[config.mk]
export PLATFORM = sky130hd
export DESIGN_NAME = storeAlign
export DESIGN_NICKNAME = d
export VERILOG_FILES = /design/src/hdl/memPkg.sv /design/src/hdl/storeAlign.sv
export SDC_FILE = /design/constraint.sdc
export NUM_CORES = 1
export LEC_CHECK = 0
export ABC_AREA = 0
export CORE_MARGIN = 4
export CORE_UTILIZATION = 39
export DETAILED_ROUTE_END_ITERATION = 12
export DONT_BUFFER_PORTS = 1
export PLACE_DENSITY = 0.51
export SETUP_SLACK_MARGIN = 0.4
export SKIP_LAST_GASP = 1
export SLEW_MARGIN = 5
export SYNTH_ARGS = -nofsm -noshare
export SYNTH_HDL_FRONTEND = slang
export SYNTH_SLANG_ARGS = --single-unit
[constraint.sdc]
create_clock -name vclk -period 1.3
set_clock_uncertainty 0.2 [all_clocks]
set_input_delay 0.195 -clock vclk [all_inputs]
set_output_delay 0.195 -clock vclk [all_outputs]
set_load 0.01 [all_outputs]
[src/hdl/memPkg.sv]
`default_nettype none

package memPkg;

    // Datapath geometry
    localparam int dataWidth   = 32;               // One word
    localparam int laneCount   = dataWidth / 8;    // Byte lanes per word
    localparam int offsetWidth = $clog2(laneCount); // Byte offset inside a word

    // Memory geometry
    localparam int wordDepth  = 256;               // Words in the data RAM
    localparam int indexWidth = $clog2(wordDepth); // 8 bits of word index
    localparam int addrWidth  = 32;                // Byte address from the core

    // Access size, same codes as the load/store decoder
    typedef enum logic [1:0] {
        sizeWord = 2'b00,   // lw / sw
        sizeHalf = 2'b01,   // lh / sh
        sizeByte = 2'b10,   // lb / sb
        sizeNone = 2'b11    // Unused code, always rejected
    } accessSize_t;

    // Access as issued by the core, 68 bits
    typedef struct packed {
        logic [addrWidth-1:0] address;    // Byte address
        logic [dataWidth-1:0] writeData;  // Store data, right aligned
        accessSize_t          size;
        logic                 read;       // Level strobe
        logic                 write;      // Level strobe, wins over read
    } memReq_t;

    // Lane oriented request into the RAM
    typedef struct packed {
        logic [indexWidth-1:0]  index;    // Word index, wraps past wordDepth
        logic [laneCount-1:0]   byteEn;   // One bit per byte lane
        logic [dataWidth-1:0]   laneData; // Store data replicated onto lanes
        logic                   read;
        logic                   write;
        logic [offsetWidth-1:0] offset;   // Byte offset for the load side
        accessSize_t            size;
        logic                   fault;    // Misaligned or sizeNone
    } ramReq_t;

    // Response back to the core
    typedef struct packed {
        logic                 valid;      // One cycle pulse per read
        logic [dataWidth-1:0] readData;   // Sign extended load value
        logic                 fault;      // Rejected access, reads and writes
    } memRsp_t;

endpackage

`default_nettype wire

[src/hdl/storeAlign.sv]
`default_nettype none

module storeAlign (
    input  memPkg::memReq_t memReq,
    output memPkg::ramReq_t ramReq
);
    import memPkg::*;

    logic [offsetWidth-1:0] offset;
    logic                   request;
    logic                   misaligned;
    logic                   writeOk;

    assign offset  = memReq.address[offsetWidth-1:0]; // Low address bits
    assign request = memReq.read | memReq.write;      // Any access this cycle

    // Alignment check per size
    always_comb begin
        case (memReq.size)
            sizeWord: misaligned = 1'b0;      // Word ignores the low bits
            sizeHalf: misaligned = offset[0]; // Offsets 1 and 3
            sizeByte: misaligned = 1'b0;      // Any byte is fine
            default:  misaligned = 1'b1;      // sizeNone
        endcase
    end

    // Only an aligned store may touch the array
    assign writeOk = memReq.write & ~misaligned;

    always_comb begin
        ramReq = '0;

        // Index comes from the bits above the offset, upper bits dropped
        ramReq.index  = memReq.address[offsetWidth +: indexWidth];
        ramReq.offset = offset;
        ramReq.size   = memReq.size;

        // Write wins over read when both strobes are up
        ramReq.read  = memReq.read & ~memReq.write;
        ramReq.write = writeOk;
        ramReq.fault = request & misaligned;

        // Lane data and enables
        case (memReq.size)
            sizeWord: begin
                ramReq.laneData = memReq.writeData;
                ramReq.byteEn   = 4'b1111;                // All lanes
            end
            sizeHalf: begin
                // Same halfword on both pairs, enables pick one
                ramReq.laneData = {2{memReq.writeData[15:0]}};
                ramReq.byteEn   = offset[1] ? 4'b1100 : 4'b0011;
            end
            sizeByte: begin
                ramReq.laneData = {4{memReq.writeData[7:0]}}; // Byte on every lane
                ramReq.byteEn   = 4'b0001 << offset;
            end
            default: begin
                ramReq.laneData = '0;
                ramReq.byteEn   = '0;
            end
        endcase

        // No enables for loads or rejected stores
        if (!writeOk) begin
            ramReq.byteEn = '0;
        end

        // A rejected read keeps its read marker, so the response side
        // still answers it with a zero word and the fault bit
    end

endmodule

`default_nettype wire

Yosys cells after proc, flatten, opt, wreduce, memory -nomap -nowiden --
Index checks and enable logic that the tools add are counted.
Storage, ports and cells: memories kept 0, output and inout bits 51, latch bits 0, memory bits (writable) 0, memory bits (read-only) 0, logic and storage cells 15, bits of input ports 68, register bits 0
Cells by class: bitwise operators 6, shift operators 1, multipliers 0, $add $sub $neg 0, div/mod/pow operators 0, eq/ne operators 2, reductions and logical operators 2, $lt $le $gt $ge 0, multiplexer cells 4
Operator list (count):
- $pmux W36 S3 | 1
- $mux W4 | 2
- $shl A1 B2 Y4 const A | 1
- $and A1 B1 Y1 | 3
- $eq A2 B1 Y1 const B | 1
- $eq A2 B2 Y1 const B | 1
- $logic_not A2 Y1 | 1
- $not A1 Y1 | 2
- $pmux W1 S2 | 1
- $reduce_or A2 Y1 | 1
- $or A1 B1 Y1 | 1

Depth between registers and ports, before layout --
depth after elaboration 6, depth in mapped cells 5

Worst setup path before layout --
Ideal clock, no wire load.
path kind in2out, from input port memReq[2] (netlist name), to output port ramReq[39] (netlist name), cell stages on the path 3, buffers on the path 2, arrival 0.853 ns, slack 0.052 ns, path through buf_4 > buf_6 > o31ai_1
RTL lines:
- start, declared | RTL line storeAlign.sv:4 | input memPkg::memReq_t memReq,
- end, declared | RTL line storeAlign.sv:5 | output memPkg::ramReq_t ramReq

==> out/qor.csv <==
metric,value,unit
Hold Crit Endpoint,ramReq[48],
GPL Wtd Cong,0.629,
Synth Area in XOR/XNOR,0,%
setup TNS,0,ns
Slew @ Worst Pin,0.295,ns
"Net Count, Synth",172,
grt ovf,0,
Mapped Cells,104,
Hold Crit Depth,0,
post-route ant nets,0,
Initial DRC Count,4,
Yosys top cell by area,mux2i_1,
WL/cell,17.7,um
hold_sp,memReq[43],
Die Width,50.4,um
Crit Path Class,input pin to primary output,
run status,completed,
mux cell area share after synthesis,22.8,%
mapped cell area,702,sq um
Core ar.,1710,sq um
first-pass GRT wire length,3000,um
DP HPWL,1560,um
Final Critical Period,1.06,ns
unrepaired setup endpoints after global routing,true,
post-synth top area share,22.8,%
largest net degree at the start of global routing,30,
Crit path max-delay family,simple AND/OR/NAND/NOR gates,
num rows,15,
max-cap violations,0,
Port Buf Inserts,0,
Post-Synth Adder-Cell Area,0,%
full die area,2540,sq um
register area share after synthesis,0,%
Synth cell types,17,
"commonest non-fill, non-tap cells in the layout","23 x o21ai_2, 16 x mux2i_1, 9 x and2_4, 9 x inv_1, 6 x nand2_4",
startpoint types,input pin,
Rel. slew slack,80.2,%
register area,0,sq um
pwr dens,334,nW/um^2
Initial Util,41.1,%
Max Clock Freq,0.941,GHz
Crit. End Element,primary output,
Area Overhead vs Synth,15.2,%
Seq cells,0,
Vert. Die Dim,50.4,um
hold crit path type,input pin to primary output,
Synth area leaders,"mux2i_1 23%, buf_4 15%, o21ai_1 15%",
WP data required,0.90,ns
total track usage,14.1,%
vias per cell,5.72,
critical path's largest stage delay,0.16,ns
"Max FO, Critical Path",29,
Top Ports,119,
routed via count,635,
simple-gate share of the synthesized area,24.6,%
"Hold Vio Cnt, Final",0,
largest family of logic cells by synthesized area,buffers and inverters,
synth warn,0,
"commonest non-fill, non-tap cell in the layout",o21ai_2,
VDD IR max,115,uV
initial antenna violation count,0,
crit path max-delay cell type,buf_6,
fraction of layout cells with a size suffix above 1,64.0,%
period utilization,81.7,%
Compound-Gate Fraction of Synth Area,25.0,%
CLK BUF,0,
fin nets,156,
WP data arrival,0.67,ns
"Slew Viols, Final",0,
worst path cell trace,nor2b_4 > buf_6 > nand2_4 > o21ai_2,
post-synthesis area per instance,6.75,sq um
"Buf+Inv Stages, Crit Path",1,
TritonRoute pass-1 iters,4,
vias in the first global route,672,
antenna diode count,0,
drt total wl,1970,um
P_leak,0.388,nW
detailed-route DRC error count,0,
hold slack,0.190,ns
Setup-failing EPs final,0,
## logic make-up after synthesis
| logic type | after synthesis |
|---|---|
| AO/OA/AOI/OAI | 31 |
| AND/OR/NAND/NOR | 28 |
| buffers and inverters | 29 |
| multiplexers | 16 |
## timing repair
| action | CTS | global route |
|---|---|---|
| buffers inserted | 0 | 0 |
| pin swaps | 2 | 2 |
| resized for setup | 16 | 3 |
| hold endpoints to repair | 0 | 0 |
| setup endpoints to repair | 37 | 37 |
| hold buffers | 0 | 0 |
## per-stage QoR
stage	power [W]	utilization (%)	cells	worst slack, ns	cell area (sq um)
4_1_cts	0.000272	46.7	111	0.239	798
3_3_place_gp	0.000244	42.7	111	0.214	729
5_1_grt	0.000293	47.3	111	0.203	808
6_report	0.000270	47.3	111	0.237	808
2_1_floorplan	0.000320	-	104	0.151	875
3_5_place_dp	0.000248	42.7	111	0.208	729
## synthesized netlist by cell type (2+ instances only)
master,count
nor2b_1,3
buf_6,4
nand2_1,4
inv_1,9
mux2i_1,16
nor2_1,2
o21ai_2,4
buf_4,14
and2_1,9
o21ai_0,4
o21ai_1,21
nand2_2,7
o31ai_1,2
buf_2,2
## worst max-delay path by stage
stage | slack (ns) | end | cells after the start | start
after floorplan | 0.15 | ramReq[39] | 3 | memReq[2]
after global placement | 0.21 | ramReq[27] | 4 | memReq[3]
after detailed placement | 0.21 | ramReq[35] | 4 | memReq[3]
after CTS | 0.24 | ramReq[34] | 4 | memReq[3]
after global routing | 0.20 | ramReq[19] | 4 | memReq[3]
final | 0.24 | ramReq[34] | 4 | memReq[3]
## layer usage
metal  share of wire (%)  global-route usage [%]  up-vias
met5                   0                       0        -
met4                   0                    2.24        0
met3                  14                    5.04        0
met2                  51                    27.2       55
met1                  35                    14.7      277
li1                    -                       -      303
## where the power goes
part	switching, W	internal (W)
registers	0	0
clock network	0	0
logic	0.000148	0.000123
total	0.000148	0.000123
## cell type report
class / count / area, sq um
multi-input combinational: 75 / 724
timing repair buffer: 2 / 18.8
tap: 25 / 31.3
inverter: 9 / 33.8
fill: 177 / 900
Power figures use the tool's default switching activity.
