==> config.mk <==
export PLATFORM = sky130hd
export DESIGN_NAME = loadExtract
export DESIGN_NICKNAME = d
export VERILOG_FILES = /design/src/hdl/memPkg.sv /design/src/hdl/loadExtract.sv
export SDC_FILE = /design/constraint.sdc
export NUM_CORES = 1
export LEC_CHECK = 0
export BUFFER_PORTS_ARGS = -buffer_cell sky130_fd_sc_hd__buf_4
export CAP_MARGIN = 20
export CORE_MARGIN = 1.5
export CORE_UTILIZATION = 35
export DETAILED_ROUTE_END_ITERATION = 6
export PLACE_DENSITY = 0.94
export SLEW_MARGIN = 20
export SYNTH_ARGS = -nofsm -noshare
export SYNTH_HDL_FRONTEND = slang
export SYNTH_SLANG_ARGS = --single-unit
==> constraint.sdc <==
create_clock -name vclk -period 2.05
set_clock_uncertainty 0.1 [all_clocks]
set_input_delay 0.205 -clock vclk [all_inputs]
set_output_delay 0.205 -clock vclk [all_outputs]
set_load 0.05 [all_outputs]
==> src/hdl/memPkg.sv <==
`default_nettype none

package memPkg;

    // Datapath geometry
    localparam int dataWidth   = 32;               // One word
    localparam int laneCount   = dataWidth / 8;    // Byte lanes per word
    localparam int offsetWidth = $clog2(laneCount); // Byte offset inside a word

    // Memory geometry
    localparam int wordDepth  = 256;               // Words in the data RAM
    localparam int indexWidth = $clog2(wordDepth); // 8 bits of word index
    localparam int addrWidth  = 32;                // Byte address from the core

    // Access size, same codes as the load/store decoder
    typedef enum logic [1:0] {
        sizeWord = 2'b00,   // lw / sw
        sizeHalf = 2'b01,   // lh / sh
        sizeByte = 2'b10,   // lb / sb
        sizeNone = 2'b11    // Unused code, always rejected
    } accessSize_t;

    // Access as issued by the core, 68 bits
    typedef struct packed {
        logic [addrWidth-1:0] address;    // Byte address
        logic [dataWidth-1:0] writeData;  // Store data, right aligned
        accessSize_t          size;
        logic                 read;       // Level strobe
        logic                 write;      // Level strobe, wins over read
    } memReq_t;

    // Lane oriented request into the RAM
    typedef struct packed {
        logic [indexWidth-1:0]  index;    // Word index, wraps past wordDepth
        logic [laneCount-1:0]   byteEn;   // One bit per byte lane
        logic [dataWidth-1:0]   laneData; // Store data replicated onto lanes
        logic                   read;
        logic                   write;
        logic [offsetWidth-1:0] offset;   // Byte offset for the load side
        accessSize_t            size;
        logic                   fault;    // Misaligned or sizeNone
    } ramReq_t;

    // Response back to the core
    typedef struct packed {
        logic                 valid;      // One cycle pulse per read
        logic [dataWidth-1:0] readData;   // Sign extended load value
        logic                 fault;      // Rejected access, reads and writes
    } memRsp_t;

endpackage

`default_nettype wire

==> src/hdl/loadExtract.sv <==
`default_nettype none

module loadExtract (
    input  logic [memPkg::dataWidth-1:0] ramWord,
    input  memPkg::ramReq_t              laneInfo,
    output memPkg::memRsp_t              memRsp
);
    import memPkg::*;

    logic [15:0]          halfLane;   // Selected halfword
    logic [7:0]           byteLane;   // Selected byte
    logic [dataWidth-1:0] extended;   // Lane after sign extension

    // Upper or lower halfword by offset bit 1
    assign halfLane = laneInfo.offset[1] ? ramWord[31:16] : ramWord[15:0];

    // Byte lane straight from the offset
    assign byteLane = ramWord[8*laneInfo.offset +: 8];

    // Sign extension per size
    always_comb begin
        case (laneInfo.size)
            sizeWord: begin
                extended = ramWord;                          // Unchanged
            end
            sizeHalf: begin
                extended = {{16{halfLane[15]}}, halfLane};  // From bit 15
            end
            sizeByte: begin
                extended = {{24{byteLane[7]}}, byteLane};   // From bit 7
            end
            default: begin
                extended = '0;                               // sizeNone, faulted anyway
            end
        endcase
    end

    // Response
    always_comb begin
        memRsp.valid = laneInfo.read;  // Rejected reads carry the read flag too
        memRsp.fault = laneInfo.fault;
        // Rejected load reads as zero
        if (laneInfo.fault) begin
            memRsp.readData = '0;
        end else begin
            memRsp.readData = extended;
        end
    end

endmodule

`default_nettype wire

Yosys cells after proc, flatten, opt, wreduce, memory -nomap -nowiden
Cells that the tools add are included.

operators by class
  eq/ne operators = 2
  reductions and logical operators = 1
  shift-type cells = 1
  muxes and demuxes = 3

operators with widths
  cell                count
  $pmux 32 s3         1
  $mux 32             1
  $shiftx 32x6->8     1
  $mux 16             1
  $eq 2x1->1 const B  1
  $eq 2x2->1 const B  1
  $logic_not 2->1     1

storage, ports and cells
  logic and storage cells = 7
  register bits = 0

Depth between registers and ports, before layout
Gate-level depths: netlist of run 1.

  word-level depth = 3
  gate-level depth with buffers = 6

Worst setup path after synthesis of run 1
No wires, ideal clock.

  path kind = input port to output port
  start point = input port laneInfo[1] (netlist name)
  end point = output port memRsp[21] (netlist name)
  data required time = 1.745 ns
  buffers on the path = 3
  data arrival time = 1.718 ns
  setup slack = 0.027 ns
  stages = 6
  path through = buf_4 nor2b_1 buf_4 nand2_2 buf_6 a31oi_1

RTL lines
  item                line              RTL
  start: declaration  loadExtract.sv:5  input memPkg::ramReq_t laneInfo,
  end: declaration    loadExtract.sv:6  output memPkg::memRsp_t memRsp

==> impl_metrics.json, run 1 <==
{
  "ant_nets": 0,
  "finalSetupViolations": 0,
  "critPathCaptureType": "output pin",
  "worstPathMaxFanout": 32,
  "antenna_found_initial": 0,
  "worstMarginPinSlew_ns": 0.9693,
  "startpoint_type": "primary input",
  "max_stage_delay_ns": 0.79,
  "fmax_mhz": 535.3,
  "cap_violations": 0,
  "dr.pass1.iters": 4,
  "seq_cell_count": 0,
  "die_w_um": 52.70,
  "whs_ns": 0.3100,
  "syn2layout_area_growth_pct": 58.76,
  "p_leak_uw": 0.0006718,
  "initial_core_util_pct": 37.99,
  "setup-tns-final_ns": 0,
  "fp.dieH_um": 52.70,
  "synth_fp_nets": 211,
  "nClkBuffers": 0,
  "crit_chain": "buf_4, a21o_1, a21oi_1, buf_4",
  "portBuffers": 70,
  "required_ns": 1.75,
  "detail_route.wirelength_um": 2957,
  "cts-resized-gates": 0,
  "final.min_clock_period_ns": 1.868,
  "drc": 0,
  "avgSynthCellArea_sq_um": 6.755,
  "crit_type": "in2out",
  "num_vias": 1209,
  "wl_per_cell_um": 13.69,
  "final_core_util_pct": 60.31,
  "cp_common_cell": "buf_4",
  "powerDensity_nw_per_um2": 309.8,
  "rsz0062_at_grt": "false",
  "viasPerCell": 5.597,
  "ys_types": 20,
  "core_sq_um": 2276,
  "die_area_sq_um": 2777,
  "fin_crit_sh_pct": 91.13,
  "grt_max_degree": 33,
  "ir_drop_mv": 0.1607,
  "status": "finished clean",
  "ctsHoldBuffers": 0,
  "gp_congestion": 0.8034,
  "drive_gt1_share_pct": 52.13,
  "maxSlewViolCount": 0,
  "hp-class": "in2out",
  "netlist_area_sq_um": 864.6,
  "crit_buf_inv": 2,
  "arrival_ns": 1.56,
  "rows": 17,
  "dp_hpwl_um": 2277,
  "ys_seq_area_share_pct": 0,
  "seq_area_sq_um": 0,
  "synthCells": 128,
  "postCtsSetupBuffers": 0,
  "hold_violations": 0,
  "detail_route.iter0.violations": 17,
  "grt-ovfl-total": 0,
  "io_pins": 117,
  "critPathTopFamily": "compound AO/OA/AOI/OAI gates",
  "gr-usage-all-layers_pct": 20.88,
  "yosys_warnings": 0,
  "critPathSlowestCell": "a21o_1",
  "nNetsFinal": 273,
  "diodes": 0,
  "grt_pass1_wl_um": 4588,
  "grt_pass1_vias": 1067,
  "slew_headroom_pct": 35.38
}
==> cell usage in the layout (no fill, tap or decap), types with 7 or more instances in the layout <==
master,Yosys,final
a21boi_0,8,8
a21oi_1,15,15
a22oi_1,7,7
a31oi_1,17,17
and3_1,8,8
buf_4,4,78
mux2_2,16,16
nand2_1,17,17
o21ai_0,7,7
o21bai_1,8,8
==> kinds of logic after synthesis <==
family / Yosys count / synth area share, %
simple gates: 30 / 17.80
compound gates: 64 / 48.34
mux: 16 / 20.84
buf+inv: 18 / 13.02
==> area by class of cell <==
cell class	instances	area, sq um
fillers	204	903.4
well taps	28	35.03
multi-input cells	110	752.0
repair buffers	78	585.6
==> routing by layer <==
layer / up-vias / global-route usage (%) / part of all wire [%]
met5: - / 0 / 0
met4: 0 / 0 / 0
met3: 0 / 1.143 / 8.8
met2: 60 / 40.63 / 49
met1: 543 / 26.26 / 42
li1: 606 / - / -
==> final timing paths <==
kind | from | to | cells past startpoint
worst max-delay path | laneInfo[1] | memRsp[2] | 4
worst min-delay path | laneInfo[6] | memRsp[33] | 0
==> power breakdown <==
part | internal [uW] | total [uW] | switching [uW]
logic | 165 | 425 | 260
clock network | 0 | 0 | 0
registers | 0 | 0 | 0
==> per-stage QoR <==
stage	setup WS, ns	power (uW)	instance area (sq um)	std cells
detailed placement	0.2055	424.7	1373	216
CTS	0.2047	425.9	1373	216
floorplan	0.02659	288.3	864.6	128
finish	0.1819	425.2	1373	216
global placement	0.2289	420.4	1373	216
global route	0.06663	451.6	1373	216
==> synthesized netlist by cell type (all sizes together) <==
cell type	number	area, sq um
a21boi	8	60.06
a21o	1	7.510
a21oi	15	75.07
a22oi	8	73.82
a31oi	17	106.4
and3	8	50.05
and3b	1	8.760
buf	13	93.84
clkbuf	5	18.77
mux2	16	180.2
nand2	18	70.07
nor2	1	6.260
nor2b	1	6.260
nor3b	1	12.51
o21ai	7	35.03
o21bai	8	60.06
Power figures use the tool's default switching activity.
==> run 2: changes to the inputs <==
- CELL_PAD_IN_SITES_DETAIL_PLACEMENT: not set -> 2
- CELL_PAD_IN_SITES_GLOBAL_PLACEMENT: not set -> 2
- CORE_UTILIZATION: 35 -> 14
- PLACE_DENSITY: 0.94 -> 0.92
==> impl_metrics.json, run 2 (synthesis gave the netlist of run 1 again) <==
{
  "status": "finished clean",
  "fin_crit_sh_pct": 89.80,
  "critPathSlowestCell": "mux2_2",
  "nClkBuffers": 0,
  "fillCellCount": 729,
  "grt_pass1_wl_um": 6637,
  "diodes": 0,
  "most-common-layout-cells": "79 x buf_4, 17 x nand2_1, 17 x a31oi_1, 16 x mux2_2, 15 x a21oi_1",
  "required_ns": 1.75,
  "critPathCaptureType": "output pin",
  "cap_violations": 0,
  "max_stage_delay_ns": 0.41,
  "gp_congestion": 0.7379,
  "postCtsSetupBuffers": 0,
  "setup-tns-final_ns": 0,
  "detail_route.iter0.violations": 48,
  "ant_nets": 0,
  "ctsHoldBuffers": 0,
  "final.min_clock_period_ns": 1.841,
  "core_sq_um": 5956,
  "portBuffers": 70,
  "grt-ovfl-total": 0,
  "syn2layout_area_growth_pct": 68.74,
  "design_area_sq_um": 1459,
  "p_leak_uw": 0.0006881,
  "initial_core_util_pct": 14.52,
  "seq_cell_count": 0,
  "worstPathMaxFanout": 25,
  "rows": 28,
  "viasPerCell": 4.868,
  "grt_pass1_vias": 1345,
  "post-place-ws_ns": 0.2081,
  "nNetsFinal": 275,
  "io_pins": 117,
  "dr.pass1.iters": 4,
  "powerDensity_nw_per_um2": 307.5,
  "hold_violations": 0,
  "dpl_cell_area_sq_um": 1459,
  "dp_hpwl_um": 3455,
  "antenna_found_initial": 0,
  "startpoint_type": "primary input",
  "slew_headroom_pct": 74.78,
  "rsz0062_at_grt": "false",
  "crit_chain": "buf_4, mux2_2, a22oi_4, buf_12, a31oi_1, buf_4",
  "fp.dieH_um": 81.59,
  "die_area_sq_um": 6656,
  "worstMarginPinSlew_ns": 0.3770,
  "drive_gt1_share_pct": 52.63,
  "num_vias": 1290,
  "drc": 0,
  "wl_per_cell_um": 16.91,
  "fmax_mhz": 543.2,
  "grt_max_degree": 26,
  "arrival_ns": 1.54,
  "gr-usage-all-layers_pct": 12.53,
  "maxSlewViolCount": 0,
  "finalWorstSetupSlack_ns": 0.2090,
  "finalSetupViolations": 0,
  "crit_type": "in2out",
  "ir_drop_mv": 0.08388,
  "detail_route.wirelength_um": 4482,
  "seq_area_sq_um": 0,
  "power_uw": 448.5,
  "final_core_util_pct": 24.50,
  "cp_common_cell": "buf_4",
  "die_w_um": 81.59,
  "cts-resized-gates": 0,
  "hp-class": "in2out",
  "mostFrequentLayoutCell": "buf_4"
}
[run 2: cell types whose count changed in the layout (fill, tap and decap cells not counted)]
cell    previous run  this run
buf_4             78        79
buf_12             0         1
[run 2: final timing paths]
kind	depth (start not counted)	startpoint	to
hold / removal	0	laneInfo[6]	memRsp[33]
setup / recovery	6	laneInfo[4]	memRsp[22]
[run 2: final cells by class]
class / count / area [sq um] / share of cell area [%]
multi-input combinational: 110 / 752.0 / 51.54
timing repair buffer: 80 / 613.1 / 42.02
tap: 75 / 93.84 / 6.432
[run 2: worst max-delay path: cells and delay by family]
kind	cells	cell delay, ns
AO/OA/AOI/OAI	2	0.31
multiplexers	1	0.41
buffers and inverters	3	0.62
[run 2: power by group]
group	internal, uW	leakage, uW	switching, uW
sequential	0	0	0
combinational	171	0.000688	278
clock	0	0	0
[run 2: through the flow]
stage | instances | hold slack (ns)
finish | 265 | 0.3100
global route | 265 | 0.3101
CTS | 265 | 0.3106
detailed placement | 265 | 0.3106
global placement | 265 | 0.3106
floorplan | 128 | 0.4771
[run 2: metal layers]
| metal | up-vias | GRT usage (%) | routed length [um] |
|---|---|---|---|
| met2 | 37 | 24.46 | 2361 |
| met5 | - | 0 | 0 |
| met3 | 2 | 1.667 | 236 |
| met1 | 642 | 14.97 | 1852 |
| met4 | 0 | 0.8475 | 31 |
| li1 | 609 | - | - |
